## src/design/tmr_mem_pkg.sv

```systemverilog
`default_nettype none

package tmr_mem_pkg;

  ////////////////////
  // Sizes
  ////////////////////
  localparam int ADDR_W     = 8;
  localparam int DATA_W     = 8;
  localparam int NUM_COPIES = 3;
  localparam int CNT_W      = 16;
  localparam int APB_ADDR_W = 12;
  localparam int MEM_DEPTH  = 1 << ADDR_W;

  // Grant bit positions on the arbiter output
  localparam int GNT_REPAIR = 0;
  localparam int GNT_HOST   = 1;
  localparam int GNT_SCRUB  = 2;

  ////////////////////
  // APB address map
  ////////////////////
  localparam int REGION_LSB   = 10;
  localparam int COPY_SEL_LSB = 8;

  typedef enum logic [1:0] {
    REGION_DATA = 2'd0,
    REGION_COPY = 2'd1,
    REGION_STAT = 2'd2,
    REGION_ERR  = 2'd3
  } region_e;

  typedef logic [NUM_COPIES-1:0] copy_mask_t;

  localparam copy_mask_t FULL_MASK = '1;

  ////////////////////
  // Memory request and response
  ////////////////////
  typedef struct packed {
    logic              valid;
    logic              write;
    copy_mask_t        mask;
    logic [ADDR_W-1:0] addr;
    logic [DATA_W-1:0] wdata;
  } mem_req_t;

  typedef struct packed {
    logic              valid;
    logic [DATA_W-1:0] data;
  } mem_rsp_t;

endpackage

`default_nettype wire

```

## src/design/tmr_voter.sv

```systemverilog
`default_nettype none
`timescale 1ns/1ps

module tmr_voter (
  input  logic                             clk,
  input  logic                             rst,
  input  logic [tmr_mem_pkg::DATA_W-1:0]   rdata_0,
  input  logic [tmr_mem_pkg::DATA_W-1:0]   rdata_1,
  input  logic [tmr_mem_pkg::DATA_W-1:0]   rdata_2,
  input  tmr_mem_pkg::mem_req_t            bank_req,
  input  logic                             repair_grant,
  output tmr_mem_pkg::mem_req_t            repair_req,
  output tmr_mem_pkg::mem_rsp_t            rsp,
  output logic [tmr_mem_pkg::CNT_W-1:0]    repair_count,
  input  logic                             count_clear
);

  logic                           rd_pending_q;
  logic [tmr_mem_pkg::ADDR_W-1:0] rd_addr_q;
  logic [tmr_mem_pkg::DATA_W-1:0] voted;
  logic                           mismatch;
  logic                           write_hit;
  logic                           repair_valid_q;
  logic [tmr_mem_pkg::ADDR_W-1:0] repair_addr_q;
  logic [tmr_mem_pkg::DATA_W-1:0] repair_data_q;
  logic                           repair_fire;

  // Track which cycle carries bank read data
  always_ff @(posedge clk or posedge rst) begin
    if (rst) begin
      rd_pending_q <= 1'b0;
    end else begin
      rd_pending_q <= bank_req.valid && !bank_req.write;
    end
  end

  always_ff @(posedge clk) begin
    if (bank_req.valid && !bank_req.write) begin
      rd_addr_q <= bank_req.addr;
    end
  end

  ////////////////////
  // Bitwise 2-of-3 vote
  ////////////////////
  assign voted = (rdata_0 & rdata_1) | (rdata_0 & rdata_2) | (rdata_1 & rdata_2);

  assign mismatch = rd_pending_q &&
                    ((rdata_0 != voted) || (rdata_1 != voted) || (rdata_2 != voted));

  // A write landing on the same byte now makes the voted value stale
  assign write_hit = bank_req.valid && bank_req.write && (bank_req.addr == rd_addr_q);

  assign repair_fire = repair_grant && repair_valid_q;

  always_ff @(posedge clk or posedge rst) begin
    if (rst) begin
      repair_valid_q <= 1'b0;
    end else if (mismatch && !write_hit) begin
      repair_valid_q <= 1'b1;
    end else if (repair_fire) begin
      repair_valid_q <= 1'b0;
    end
  end

  always_ff @(posedge clk) begin
    if (mismatch) begin
      repair_addr_q <= rd_addr_q;
      repair_data_q <= voted;
    end
  end

  // Repair rewrites every copy
  always_comb begin
    repair_req.valid = repair_valid_q;
    repair_req.write = 1'b1;
    repair_req.mask  = tmr_mem_pkg::FULL_MASK;
    repair_req.addr  = repair_addr_q;
    repair_req.wdata = repair_data_q;
  end

  assign rsp.valid = rd_pending_q;
  assign rsp.data  = voted;

  // Saturating repair counter, clear wins
  always_ff @(posedge clk or posedge rst) begin
    if (rst) begin
      repair_count <= '0;
    end else if (count_clear) begin
      repair_count <= '0;
    end else if (repair_fire && (repair_count != '1)) begin
      repair_count <= repair_count + 1'b1;
    end
  end

endmodule

`default_nettype wire

```

## config.mk

```make
export PLATFORM = sky130hd
export DESIGN_NAME = tmr_voter
export DESIGN_NICKNAME = d
export VERILOG_FILES = /design/src/design/tmr_mem_pkg.sv /design/src/design/tmr_voter.sv
export SDC_FILE = /design/constraint.sdc
export NUM_CORES = 1
export LEC_CHECK = 0
export BUFFER_PORTS_ARGS = -buffer_cell sky130_fd_sc_hd__buf_2
export CORE_UTILIZATION = 45
export CTS_CLUSTER_SIZE = 12
export DETAILED_ROUTE_END_ITERATION = 12
export GPL_TIMING_DRIVEN = 0
export PLACE_DENSITY = 0.76
export REMOVE_ABC_BUFFERS = 1
export SKIP_LAST_GASP = 1
export SLEW_MARGIN = 20
export SYNTH_ARGS = -nofsm -noshare
export SYNTH_HDL_FRONTEND = slang
export SYNTH_SLANG_ARGS = --single-unit
```

## constraint.sdc

```tcl
create_clock -name clk -period 2.8 [get_ports clk]
set_input_delay 0.42 -clock clk [delete_from_list [all_inputs] [get_ports clk]]
set_output_delay 0.42 -clock clk [all_outputs]
set_load 0.01 [all_outputs]
```

Yosys cells after proc, flatten, opt, wreduce, memory -nomap -nowiden
Index checks and enable logic that the tools add are counted.
- bits in registers: 42
- output and inout bits: 46
- logic and storage cells: 34
- add/sub/neg operators: 1
- eq/ne operators: 5
- mux-type cells: 4
- bitwise gates (word level): 5
- reduce and logical (&&, ||, !) cells: 13
- operator list (operator ; count):
    2-to-1 mux 16 bit ; 2
    bitwise AND 8 bit ; 3
    != test 8 bit ; 3
    adder 16 x 1 -> 16 bit (second input constant) ; 1
    != test 16 bit (second input constant) ; 1
    OR 8 bit ; 2
    == test 8 bit ; 1
    logical AND 1 bit ; 7
    nonzero test 2 bit ; 2
    logical NOT 1 bit ; 2
    logical OR 1 bit ; 2
    2-to-1 mux 1 bit ; 2

Logic depth before layout (Yosys ltp)
Gate-level depths: netlist (run 1).
- word-level depth: 9
- depth in mapped cells: 6

Worst setup path before layout (run 1)
Ideal clock, no wire load.
- path kind: input to register
- start point: input rdata_1[5] (netlist name)
- end point: register repair_addr_q[0] (netlist name) (enable)
- arrival time: 2032 ps
- data required time: 2386 ps
- setup slack: 354 ps
- stages: 4
- cell sequence: o21a_1 -> o22ai_1 -> nor4_1 -> a21boi_0
- cells in the longest elaborated chain, start to end: 7
- elaborated cells on any way between the ends: 10
- classes of those cells: eq/ne (3); bitwise (4); reduce/logical (3)
- RTL lines (item ; RTL line ; RTL):
    from (decl) ; tmr_voter.sv:8 ; input logic [tmr_mem_pkg::DATA_W-1:0] rdata_1,
    bitwise AND 8 bit ; tmr_voter.sv:46 ; assign voted = (rdata_0 & rdata_1) | (rdata_0 & rdata_2) | (rdata_1 & rdata_2);
    OR 8 bit (2 in series) ; tmr_voter.sv:46 ;
    != test 8 bit ; tmr_voter.sv:49 ; ((rdata_0 != voted) || (rdata_1 != voted) || (rdata_2 != voted));
    logical OR 1 bit ; tmr_voter.sv:49 ;
    logical OR 1 bit (*) ; tmr_voter.sv:49 ;
    logical AND 1 bit (*) ; tmr_voter.sv:48 ; assign mismatch = rd_pending_q &&
    net mismatch ; tmr_voter.sv:21 ; logic mismatch;
    to (signal assigned) ; tmr_voter.sv:68 ; repair_addr_q <= rd_addr_q;
    to (decl) ; tmr_voter.sv:24 ; logic [tmr_mem_pkg::ADDR_W-1:0] repair_addr_q;
Mark *: on every way through the listed nets, which the timed path passes. The rest lies on a longest branch.
A chain may end at the register's enable or synchronous reset.

Worst setup path in the final report (run 1)
- start point: register repair_count[0] (netlist name)
- end point: register repair_count[5] (netlist name)
- cells in the longest elaborated chain, start to end: 3
- elaborated cells on any way between the ends: 6
- classes of those cells: add/sub (1); eq/ne (1); mux (2); reduce/logical (2)
- RTL lines (item ; RTL line ; RTL):
    from (decl) ; tmr_voter.sv:14 ; output logic [tmr_mem_pkg::CNT_W-1:0] repair_count,
    from (signal assigned) ; tmr_voter.sv:92 ; repair_count <= repair_count + 1'b1;
    adder 16 x 1 -> 16 bit / != test 16 bit (equally long branches) ; tmr_voter.sv:92, tmr_voter.sv:91 ;
    2-to-1 mux 16 bit / logical AND 1 bit (equally long branches) ; tmr_voter.sv:91 ; end else if (repair_fire && (repair_count != '1)) begin
    2-to-1 mux 16 bit / nonzero test 2 bit (equally long branches) ; n/a ;
Parallel ways exist; a longest one is shown, timed or not. The select of a mux whose other input is x is not followed.

==> flow_summary.yaml, run 1 <==
power_and_ir_drop:
  pwr_density_cell_nw_per_um2: 466
  power_mw: 1.26
  leakage_nw: 1.15
  vdd_drop_max_uv: 229
sta:
  worstMarginPinSlew_ns: 0.753
  setup_viol: 0
  relSlewSlack_pct: 49.7
  rsz0062_at_grt: "false"
  finalCriticalPeriod_ns: 2.03
  final.setup.worst_slack_ns: 0.768
  hold_viol: 0
  fin_skew_ns: 0.00812
  slew_violations: 0
  fmax_mhz: 492
  post-route-period-util_pct: 72.6
logic_synthesis:
  syn_area_per_cell_um2: 10.6
  yosysWarnings: 0
  netlist_instances: 206
  yosysSeqAreaShare_pct: 53.6
  synth_area_um2: 2180
  synth_cell_types: 37
  ys_seq_elements: 42
clock_tree:
  clk_pin_slew_ns: 0.09
  ctsResizeCount: 0
  cts_setup_buffers: 0
  cts_hold_buf: 0
  numCtsBuffers: 5
  insertion_delay_ns: 0.29
  root_buffer: "clkbuf_8"
  htree_levels: 2
  cts_tree: "done"
  clkSinkCount: 42
  clockBufferDepth: 2
global_route:
  grt_max_degree: 24
  antenna_found_initial: 0
  grt.overflow.total: 0
  grt_pass1_wl_um: 7220
  grt_pass1_vias: 1617
  track_usage_pct: 18.0
drt:
  ant_nets: 0
  wirelength_um: 4440
  drt_iter0_drc: 114
  drc_errors: 0
  first_pass_iters: 4
  via_per_inst: 5.42
  wl_per_cell_um: 13.1
  via_count: 1837
placed_design:
  place_congestion: 0.769
  dp.cells: 331
  dp_hpwl_um: 3380
  pre_cts_slack_ns: 0.739
  place_area_um2: 2610
  portBuffers: 79
cells_and_area:
  drive_above_1_share_pct: 33.1
  area_growth_pct: 23.8
  layout.cells.non_filler: 339
  multi_input_area_um2: 945
  mostFrequentLayoutCells: "79 x buf_2, 25 x nor2_1, 24 x edfxtp_1"
  final_common_cell: "buf_2"
  design_area_um2: 2700
  final_nets: 336
  regArea_um2: 1170
  fill_cells: 384
  insertedDiodeCount: 0
die:
  start_util_pct: 48.5
  dieArea_um2: 5140
  coreArea_um2: 4500
  rows: 24
  io_pins: 95
  die_x_um: 71.7
  die_h_um: 71.7
job:
  maxCapViolCount: 0
setup_path:
  critPathLaunch: "repair_count[0]$_DFFE_PP0P_"
  worst-path-stages: 5
  crit_fanout: 7
  crit_slowest_cell: "a2111oi_0"
  reg2reg_from: "repair_count[0]$_DFFE_PP0P_"
  critPathBufInv: 0
  arrival_ns: 2.21
  rr_endpoint: "repair_count[5]$_DFFE_PP0P_"
  cp-end-kind: "register"
  crit_end: "repair_count[5]$_DFFE_PP0P_"
  cp_data_required_time_ns: 2.98
  r2r_setup_slack_ns: 0.77
  critPathLaunchType: "register"
  critPathMaxStageDelay_ns: 0.52
  crit_type: "reg -> reg"
  crit_chain: "ha_1 -> nand2_1 -> nor2_1 -> a2111oi_0 -> mux2_2"
  critical-path-top-delay-family: "compound AO/OA/AOI/OAI gates"
  worstRegToRegCells: 5
run_status:
  status: "complete, no violations"
min_path:
  min_path_type: "in -> async"
## worst reg2reg max path, stage by stage, from the launching register on
cell	delay (ns)
dfrtp_1	0.46
ha_1	0.30
nand2_1	0.15
nor2_1	0.10
a2111oi_0	0.53
mux2_2	0.39
## flip-flops by register name (all words and copies together), names as in the netlist
signal          flops
rd_addr_q           8
rd_pending_q        1
repair_addr_q       8
repair_count       16
repair_data_q       8
repair_valid_q      1
## per-layer routing
metal | part of all wire (%) | track usage (%)
met1 | 44 | 22.6
met2 | 48 | 29.6
met3 | 4.7 | 3.52
met4 | 2.6 | 9.15
met5 | 0 | 0
## synthesized netlist by cell type (all sizes together)
cell | instances | area (um^2)
a2111oi | 1 | 8.76
a211o | 1 | 8.76
a21boi | 1 | 7.51
a21oi | 21 | 105
a31oi | 2 | 12.5
and2 | 1 | 6.26
and3 | 1 | 6.26
and4 | 3 | 26.3
buf | 7 | 50.0
clkbuf | 3 | 11.3
conb | 1 | 3.75
dfrtp | 18 | 450
edfxtp | 24 | 721
ha | 1 | 12.5
inv | 6 | 22.5
mux2 | 5 | 56.3
mux2i | 1 | 10.0
nand2 | 9 | 33.8
nand2b | 4 | 25.0
nand3 | 4 | 20.0
nand4 | 7 | 50.1
nor2 | 25 | 93.8
nor2b | 6 | 37.5
nor3 | 2 | 10.0
nor3b | 1 | 7.51
nor4 | 3 | 18.8
o21a | 8 | 60.1
o21ai | 2 | 10.0
o22ai | 4 | 25.0
o31a | 1 | 8.76
o31ai | 5 | 37.5
o41ai | 3 | 26.3
or3 | 5 | 31.3
or4 | 4 | 30.0
xnor2 | 16 | 140
## power by group
| group | internal, mW | total (mW) | switching (mW) |
|---|---|---|---|
| Sequential | 0.679 | 0.691 | 0.0120 |
| Clock | 0.180 | 0.406 | 0.226 |
| Combinational | 0.0719 | 0.162 | 0.0897 |
| Total | 0.931 | 1.26 | 0.328 |
## cells by family (layout without fill, tap and decap cells)
group	Yosys count	in the layout	synth area share, %
muxes	6	6	3.04
DFF	42	42	53.6
xor gates and xnor gates	16	16	6.41
buffers and inverters	16	94	3.84
and+or+nand+nor	75	75	18.2
other	1	4	0.172
adders and majority gates	1	1	0.573
AOI/OAI and AO/OA	49	49	14.2
## through the flow
step           setup TNS, ns  utilization (%)  hold WS (ns)
3_3_place_gp           -6.19             57.6         0.453
6_report                   0             60.0         0.226
4_1_cts                    0             60.0         0.255
5_1_grt                    0             60.0         0.281
3_5_place_dp               0             57.9         0.456
2_1_floorplan              0                -         0.359
## worst min-delay path by stage
stage	from	end	slack, ns	cells after the start
after floorplan	rst	rd_pending_q$_DFF_PP0_	0.36	1
after global placement	rd_addr_q[0]$_DFFE_PP_	repair_addr_q[0]$_DFFE_PP_	0.45	0
after detailed placement	rd_addr_q[3]$_DFFE_PP_	repair_addr_q[3]$_DFFE_PP_	0.46	0
after CTS	rst	rd_pending_q$_DFF_PP0_	0.25	2
after global routing	rst	repair_count[13]$_DFFE_PP0P_	0.28	2
final	rst	repair_count[13]$_DFFE_PP0P_	0.23	2
## area by class of cell
type                    count  share of cell area, %
multi-input cells         151                   34.9
clock inverters             3                  0.925
inverters                   6                  0.833
clock buffers               5                   2.55
repair buffers             80                   15.0
flip-flops and latches     42                   43.3
well taps                  52                   2.41
Note: power is estimated with default switching activity, not from simulation.
==> run 2, diff against run 1 <==
--- a/config.mk
+++ b/config.mk
@@ -6,7 +6,7 @@
 export NUM_CORES = 1
 export LEC_CHECK = 0
 export BUFFER_PORTS_ARGS = -buffer_cell sky130_fd_sc_hd__buf_2
-export CORE_UTILIZATION = 45
+export CORE_UTILIZATION = 43
 export CTS_CLUSTER_SIZE = 12
 export DETAILED_ROUTE_END_ITERATION = 12
 export GPL_TIMING_DRIVEN = 0
==> constraint.sdc (replaced) <==
create_clock -name clk -period 1.7 [get_ports clk]
set_input_delay 0.255 -clock clk [delete_from_list [all_inputs] [get_ports clk]]
set_output_delay 0.255 -clock clk [all_outputs]
set_load 0.01 [all_outputs]
==> run 2 against run 1 <==
Effect of this change:
- core utilization grew 0.75 points
- clock skew is essentially flat
- register-to-register slack lost 0.76 ns
- sequential cell count is the same
- clock power grew 66%
- total power grew 66%
- count of clock-buffer cells in the layout is the same
- cell area grew 8.3%
- maximum frequency grew 20%
- sequential power grew 65%
- wire length grew 14%
- largest cell class unchanged
- largest power group unchanged
==> flow_summary.yaml, run 2 (synthesis results as in run 1) <==
setup_path:
  reg2reg_from: "repair_count[1]$_DFFE_PP0P_"
  cp-end-kind: "register"
  cp_data_required_time_ns: 1.94
  crit_fanout: 7
  crit_end: "repair_count[14]$_DFFE_PP0P_"
  critPathLaunch: "repair_count[1]$_DFFE_PP0P_"
  arrival_ns: 1.93
  rr_endpoint: "repair_count[14]$_DFFE_PP0P_"
  worstRegToRegCells: 5
  crit_type: "reg -> reg"
  critPathLaunchType: "register"
  r2r_setup_slack_ns: 0.007
sta:
  finalCriticalPeriod_ns: 1.69
  hold_viol: 0
  tns_ns: 0
  rsz0062_at_grt: "true"
  slew_violations: 0
  relSlewSlack_pct: 48.6
  fmax_mhz: 591
  worstMarginPinSlew_ns: 0.769
  final.setup.worst_slack_ns: 0.00735
  hold_ws_ns: 0.0532
  setup_viol: 0
  fin_skew_ns: 0.00842
  post-route-period-util_pct: 99.6
die:
  die_h_um: 73.3
  io_pins: 95
  coreArea_um2: 4820
  start_util_pct: 45.4
  die_x_um: 73.3
  rows: 25
  dieArea_um2: 5370
drt:
  ant_nets: 0
  via_per_inst: 5.30
  via_count: 1954
  wirelength_um: 5060
  wl_per_cell_um: 13.7
  first_pass_iters: 4
  drc_errors: 0
  drt_iter0_drc: 158
cells_and_area:
  drive_above_1_share_pct: 42.4
  largest_register_ffs: 16
  final_common_cell: "buf_2"
  final_core_util_pct: 60.8
  layout.cells.non_filler: 369
  final_nets: 351
  design_area_um2: 2930
  insertedDiodeCount: 0
  area_growth_pct: 34.0
  mostFrequentLayoutCells: "79 x buf_2, 25 x nor2_1, 24 x edfxtp_1"
  top_register: "repair_count"
placed_design:
  place_area_um2: 2630
  portBuffers: 79
  place_congestion: 0.773
  dp.cells: 346
  pre_cts_slack_ns: -0.290
  dp_hpwl_um: 3420
power_and_ir_drop:
  vdd_drop_max_uv: 362
  pwr_density_cell_nw_per_um2: 715
  leakage_nw: 1.23
  power_mw: 2.09
clock_tree:
  insertion_delay_ns: 0.30
  clkSinkCount: 42
  clockBufferDepth: 2
  root_buffer: "clkbuf_8"
  clk_pin_slew_ns: 0.09
  numCtsBuffers: 5
  cts_tree: "done"
  htree_levels: 2
global_route:
  track_usage_pct: 19.5
  grt_pass1_wl_um: 7840
  grt.overflow.total: 0
  antenna_found_initial: 0
  grt_max_degree: 24
  grt_pass1_vias: 1740
min_path:
  min_path_type: "in -> async"
run_status:
  status: "complete, no violations"
job:
  maxCapViolCount: 0
-- run 2: cell types whose count changed in the layout (fill, tap and decap cells not counted), sizes merged --
| cell | before | now |
|---|---|---|
| clkinv | 1 | 0 |
| buf | 80 | 95 |
| clkinvlp | 1 | 2 |
-- run 2: worst max-delay path, stage by stage (launching register included) --
cell and delay, ns:
dfrtp_2 0.40, ha_4 0.16, nand2_2 0.08, or3_4 0.44, or4_4 0.43, a21oi_2 0.14
-- run 2: how the worst min path moves through the flow --
stage,cells past startpoint,end,startpoint
global route,2,rd_pending_q$_DFF_PP0_,rst
global placement,2,repair_count[1]$_DFFE_PP0P_,rst
floorplan,1,rd_pending_q$_DFF_PP0_,rst
CTS,2,rd_pending_q$_DFF_PP0_,rst
finish,2,rd_pending_q$_DFF_PP0_,rst
detailed placement,2,repair_count[1]$_DFFE_PP0P_,rst
-- run 2: per-layer routing --
metal	vias to the layer above	track usage [%]	share of wire (%)
li1	941	-	-
met1	910	23.0	41
met3	17	6.04	6.4
met5	-	0	0
met4	0	12.2	2.9
met2	86	31.0	50
-- run 2: area by class of cell --
type	count	area, um^2
Clock buffer	5	68.8
Clock inverter	3	23.8
Fill cell	420	1890
Inverter	6	22.5
Multi-Input combinational cell	151	1030
Sequential cell	42	1180
Tap cell	67	83.8
Timing Repair Buffer	95	519
-- run 2: what timing repair did --
action	in CTS	in global routing
gates resized for setup	13	11
buffers inserted	10	5
pin swaps	1	8
hold buffers	0	0
endpoints found under the hold margin	0	0
setup endpoints to repair	7	18
-- run 2: power breakdown --
part           switching (mW)  total [mW]  internal, mW
combinational           0.158       0.281         0.124
clock                   0.382       0.675         0.294
sequential             0.0184        1.14          1.12
==> run 3, diff against run 2 <==
--- a/config.mk
+++ b/config.mk
@@ -6,6 +6,7 @@
 export NUM_CORES = 1
 export LEC_CHECK = 0
 export BUFFER_PORTS_ARGS = -buffer_cell sky130_fd_sc_hd__buf_2
+export CORE_MARGIN = 4
 export CORE_UTILIZATION = 43
 export CTS_CLUSTER_SIZE = 12
 export DETAILED_ROUTE_END_ITERATION = 12
==> run 3 against run 2 <==
Effect of this change:
- the run now ends with setup timing left
- maximum frequency fell by 3.7%
- cell area rose by 2.2%
- die area rose by 17%
- critical path depth did not move
- sequential power barely moved
- combinational power barely moved
- critical endpoint is now repair_count[8]$_DFFE_PP0P_
- highest routed layer unchanged
==> flow_summary.yaml, run 3 (synthesis results as in run 1) <==
placed_design:
  portBuffers: 79
  dp.cells: 346
  dp_hpwl_um: 3700
  place_congestion: 0.799
sta:
  relSlewSlack_pct: 49.0
  worstMarginPinSlew_ns: 0.764
  slew_violations: 0
  final.setup.worst_slack_ns: -0.0568
  fin_skew_ns: 0.0166
  post-route-period-util_pct: 103
  hold_viol: 0
  fmax_mhz: 569
  setup_viol: 3
  rsz0062_at_grt: "true"
  finalCriticalPeriod_ns: 1.76
global_route:
  grt_max_degree: 24
  grt_pass1_wl_um: 8070
  track_usage_pct: 16.4
  grt.overflow.total: 0
  antenna_found_initial: 0
  grt_pass1_vias: 1773
clock_tree:
  clk_pin_slew_ns: 0.10
  cts_tree: "done"
  clockBufferDepth: 2
  root_buffer: "clkbuf_8"
  numCtsBuffers: 5
  htree_levels: 2
  insertion_delay_ns: 0.31
  clkSinkCount: 42
die:
  dieArea_um2: 6280
  die_x_um: 79.3
  io_pins: 95
  coreArea_um2: 4820
  start_util_pct: 45.4
  die_h_um: 79.3
  rows: 25
cells_and_area:
  final_core_util_pct: 62.1
  drive_above_1_share_pct: 45.0
  final_nets: 356
  insertedDiodeCount: 0
  largest_register_ffs: 16
  final_common_cell: "buf_2"
  mostFrequentLayoutCells: "79 x buf_2, 24 x nor2_1, 24 x edfxtp_1"
  layout.cells.non_filler: 374
  top_register: "repair_count"
  area_growth_pct: 36.9
drt:
  ant_nets: 0
  wl_per_cell_um: 14.7
  via_count: 1968
  wirelength_um: 5490
  first_pass_iters: 4
  drc_errors: 0
  drt_iter0_drc: 123
  via_per_inst: 5.26
power_and_ir_drop:
  pwr_density_cell_nw_per_um2: 703
  p_seq_share_pct: 54.1
  pwr-share-comb_pct: 13.4
  power.share.clock_pct: 32.5
  switchingPower_mw: 0.566
  switching_share_pct: 26.9
  vdd_drop_max_uv: 365
  p_int_mw: 1.54
  leakage_nw: 1.27
setup_path:
  critPathMaxStageDelay_ns: 0.44
  critPathBufInv: 0
  critPathLaunchType: "register"
  worstRegToRegCells: 5
  cp_data_required_time_ns: 1.93
  r2r_setup_slack_ns: -0.06
  reg2reg_from: "repair_count[1]$_DFFE_PP0P_"
  crit_fanout: 7
  crit_slowest_cell: "or4_4"
  arrival_ns: 1.99
  critical-path-top-delay-family: "simple AND/OR/NAND/NOR gates"
  crit_chain: "ha_4 -> nand2_4 -> or3_4 -> or4_4 -> a21oi_2"
  cp-end-kind: "register"
  crit_type: "reg -> reg"
  rr_endpoint: "repair_count[8]$_DFFE_PP0P_"
run_status:
  status: "finished, violations left"
  violations: "setup timing"
job:
  maxCapViolCount: 0
min_path:
  min_path_type: "in -> async"
[run 3: cell types whose count changed in the layout (fill, tap and decap cells not counted), sizes merged]
cell,previous run,this run
buf,95,100
[run 3: metrics by stage]
step           setup TNS, ns  total power [mW]  worst slack [ns]  area [um^2]  hold WS (ns)
6_report             -0.0860              2.10           -0.0568         2990        0.0460
3_5_place_dp           -3.74              1.43            -0.341         2630         0.413
5_1_grt               -0.290              2.20           -0.0932         2990         0.130
4_1_cts             -0.00960              2.11          -0.00960         2820        0.0847
3_3_place_gp          -22.24              1.42             -1.32         2610         0.415
2_1_floorplan          -9.66              1.29            -0.581         2130         0.194
[run 3: power groups by stage]
stage                     combinational, mW  clock (mW)  sequential (mW)
after floorplan                       0.127           0             1.17
after global placement                0.259           0             1.16
after detailed placement              0.270           0             1.16
after CTS                             0.281       0.693             1.14
after global routing                  0.313       0.748             1.14
final                                 0.282       0.683             1.14
[run 3: what timing repair did]
action                                 in CTS  in global routing
pin swaps                                   0                  9
buffers inserted                            5                 15
hold buffers                                0                  0
gates resized for setup                    14                 19
endpoints found under the hold margin       0                  0
setup endpoints to repair                   7                 19
[run 3: layout make-up]
cell class                      instances  area (um^2)
Clock buffer                            5         68.8
Tap cell                               67         83.8
Timing Repair Buffer                  100          561
Sequential cell                        42         1180
Inverter                                6         22.5
Multi-Input combinational cell        151         1050
Fill cell                             413         1830
Clock inverter                          3         23.8
[run 3: worst register-to-register path, cell delays in order (launching register included)]
cell and delay [ns]:
dfrtp_1 0.42, ha_4 0.19, nand2_4 0.06, or3_4 0.43, or4_4 0.44, a21oi_2 0.15
[run 3: how the worst max path moves through the flow]
stage,slack (ns),endpoint,from,cells after the start
floorplan,-0.58,repair_addr_q[0]$_DFFE_PP_,rdata_1[5],4
global placement,-1.32,repair_addr_q[7]$_DFFE_PP_,rdata_1[4],5
detailed placement,-0.34,repair_count[5]$_DFFE_PP0P_,repair_count[0]$_DFFE_PP0P_,5
CTS,-0.01,repair_count[5]$_DFFE_PP0P_,repair_count[0]$_DFFE_PP0P_,5
global route,-0.09,repair_count[8]$_DFFE_PP0P_,repair_count[1]$_DFFE_PP0P_,5
finish,-0.06,repair_count[8]$_DFFE_PP0P_,repair_count[1]$_DFFE_PP0P_,5
[run 3: routing by layer]
metal  up-vias  GRT usage [%]  part of all wire [%]  wire length [um]
met5         -              0                     0                 0
met4         0           6.01                   1.5                81
met3         8           4.65                   6.4               351
met2        63           29.1                    52              2870
met1       942           18.7                    40              2190
li1        955              -                     -                 -
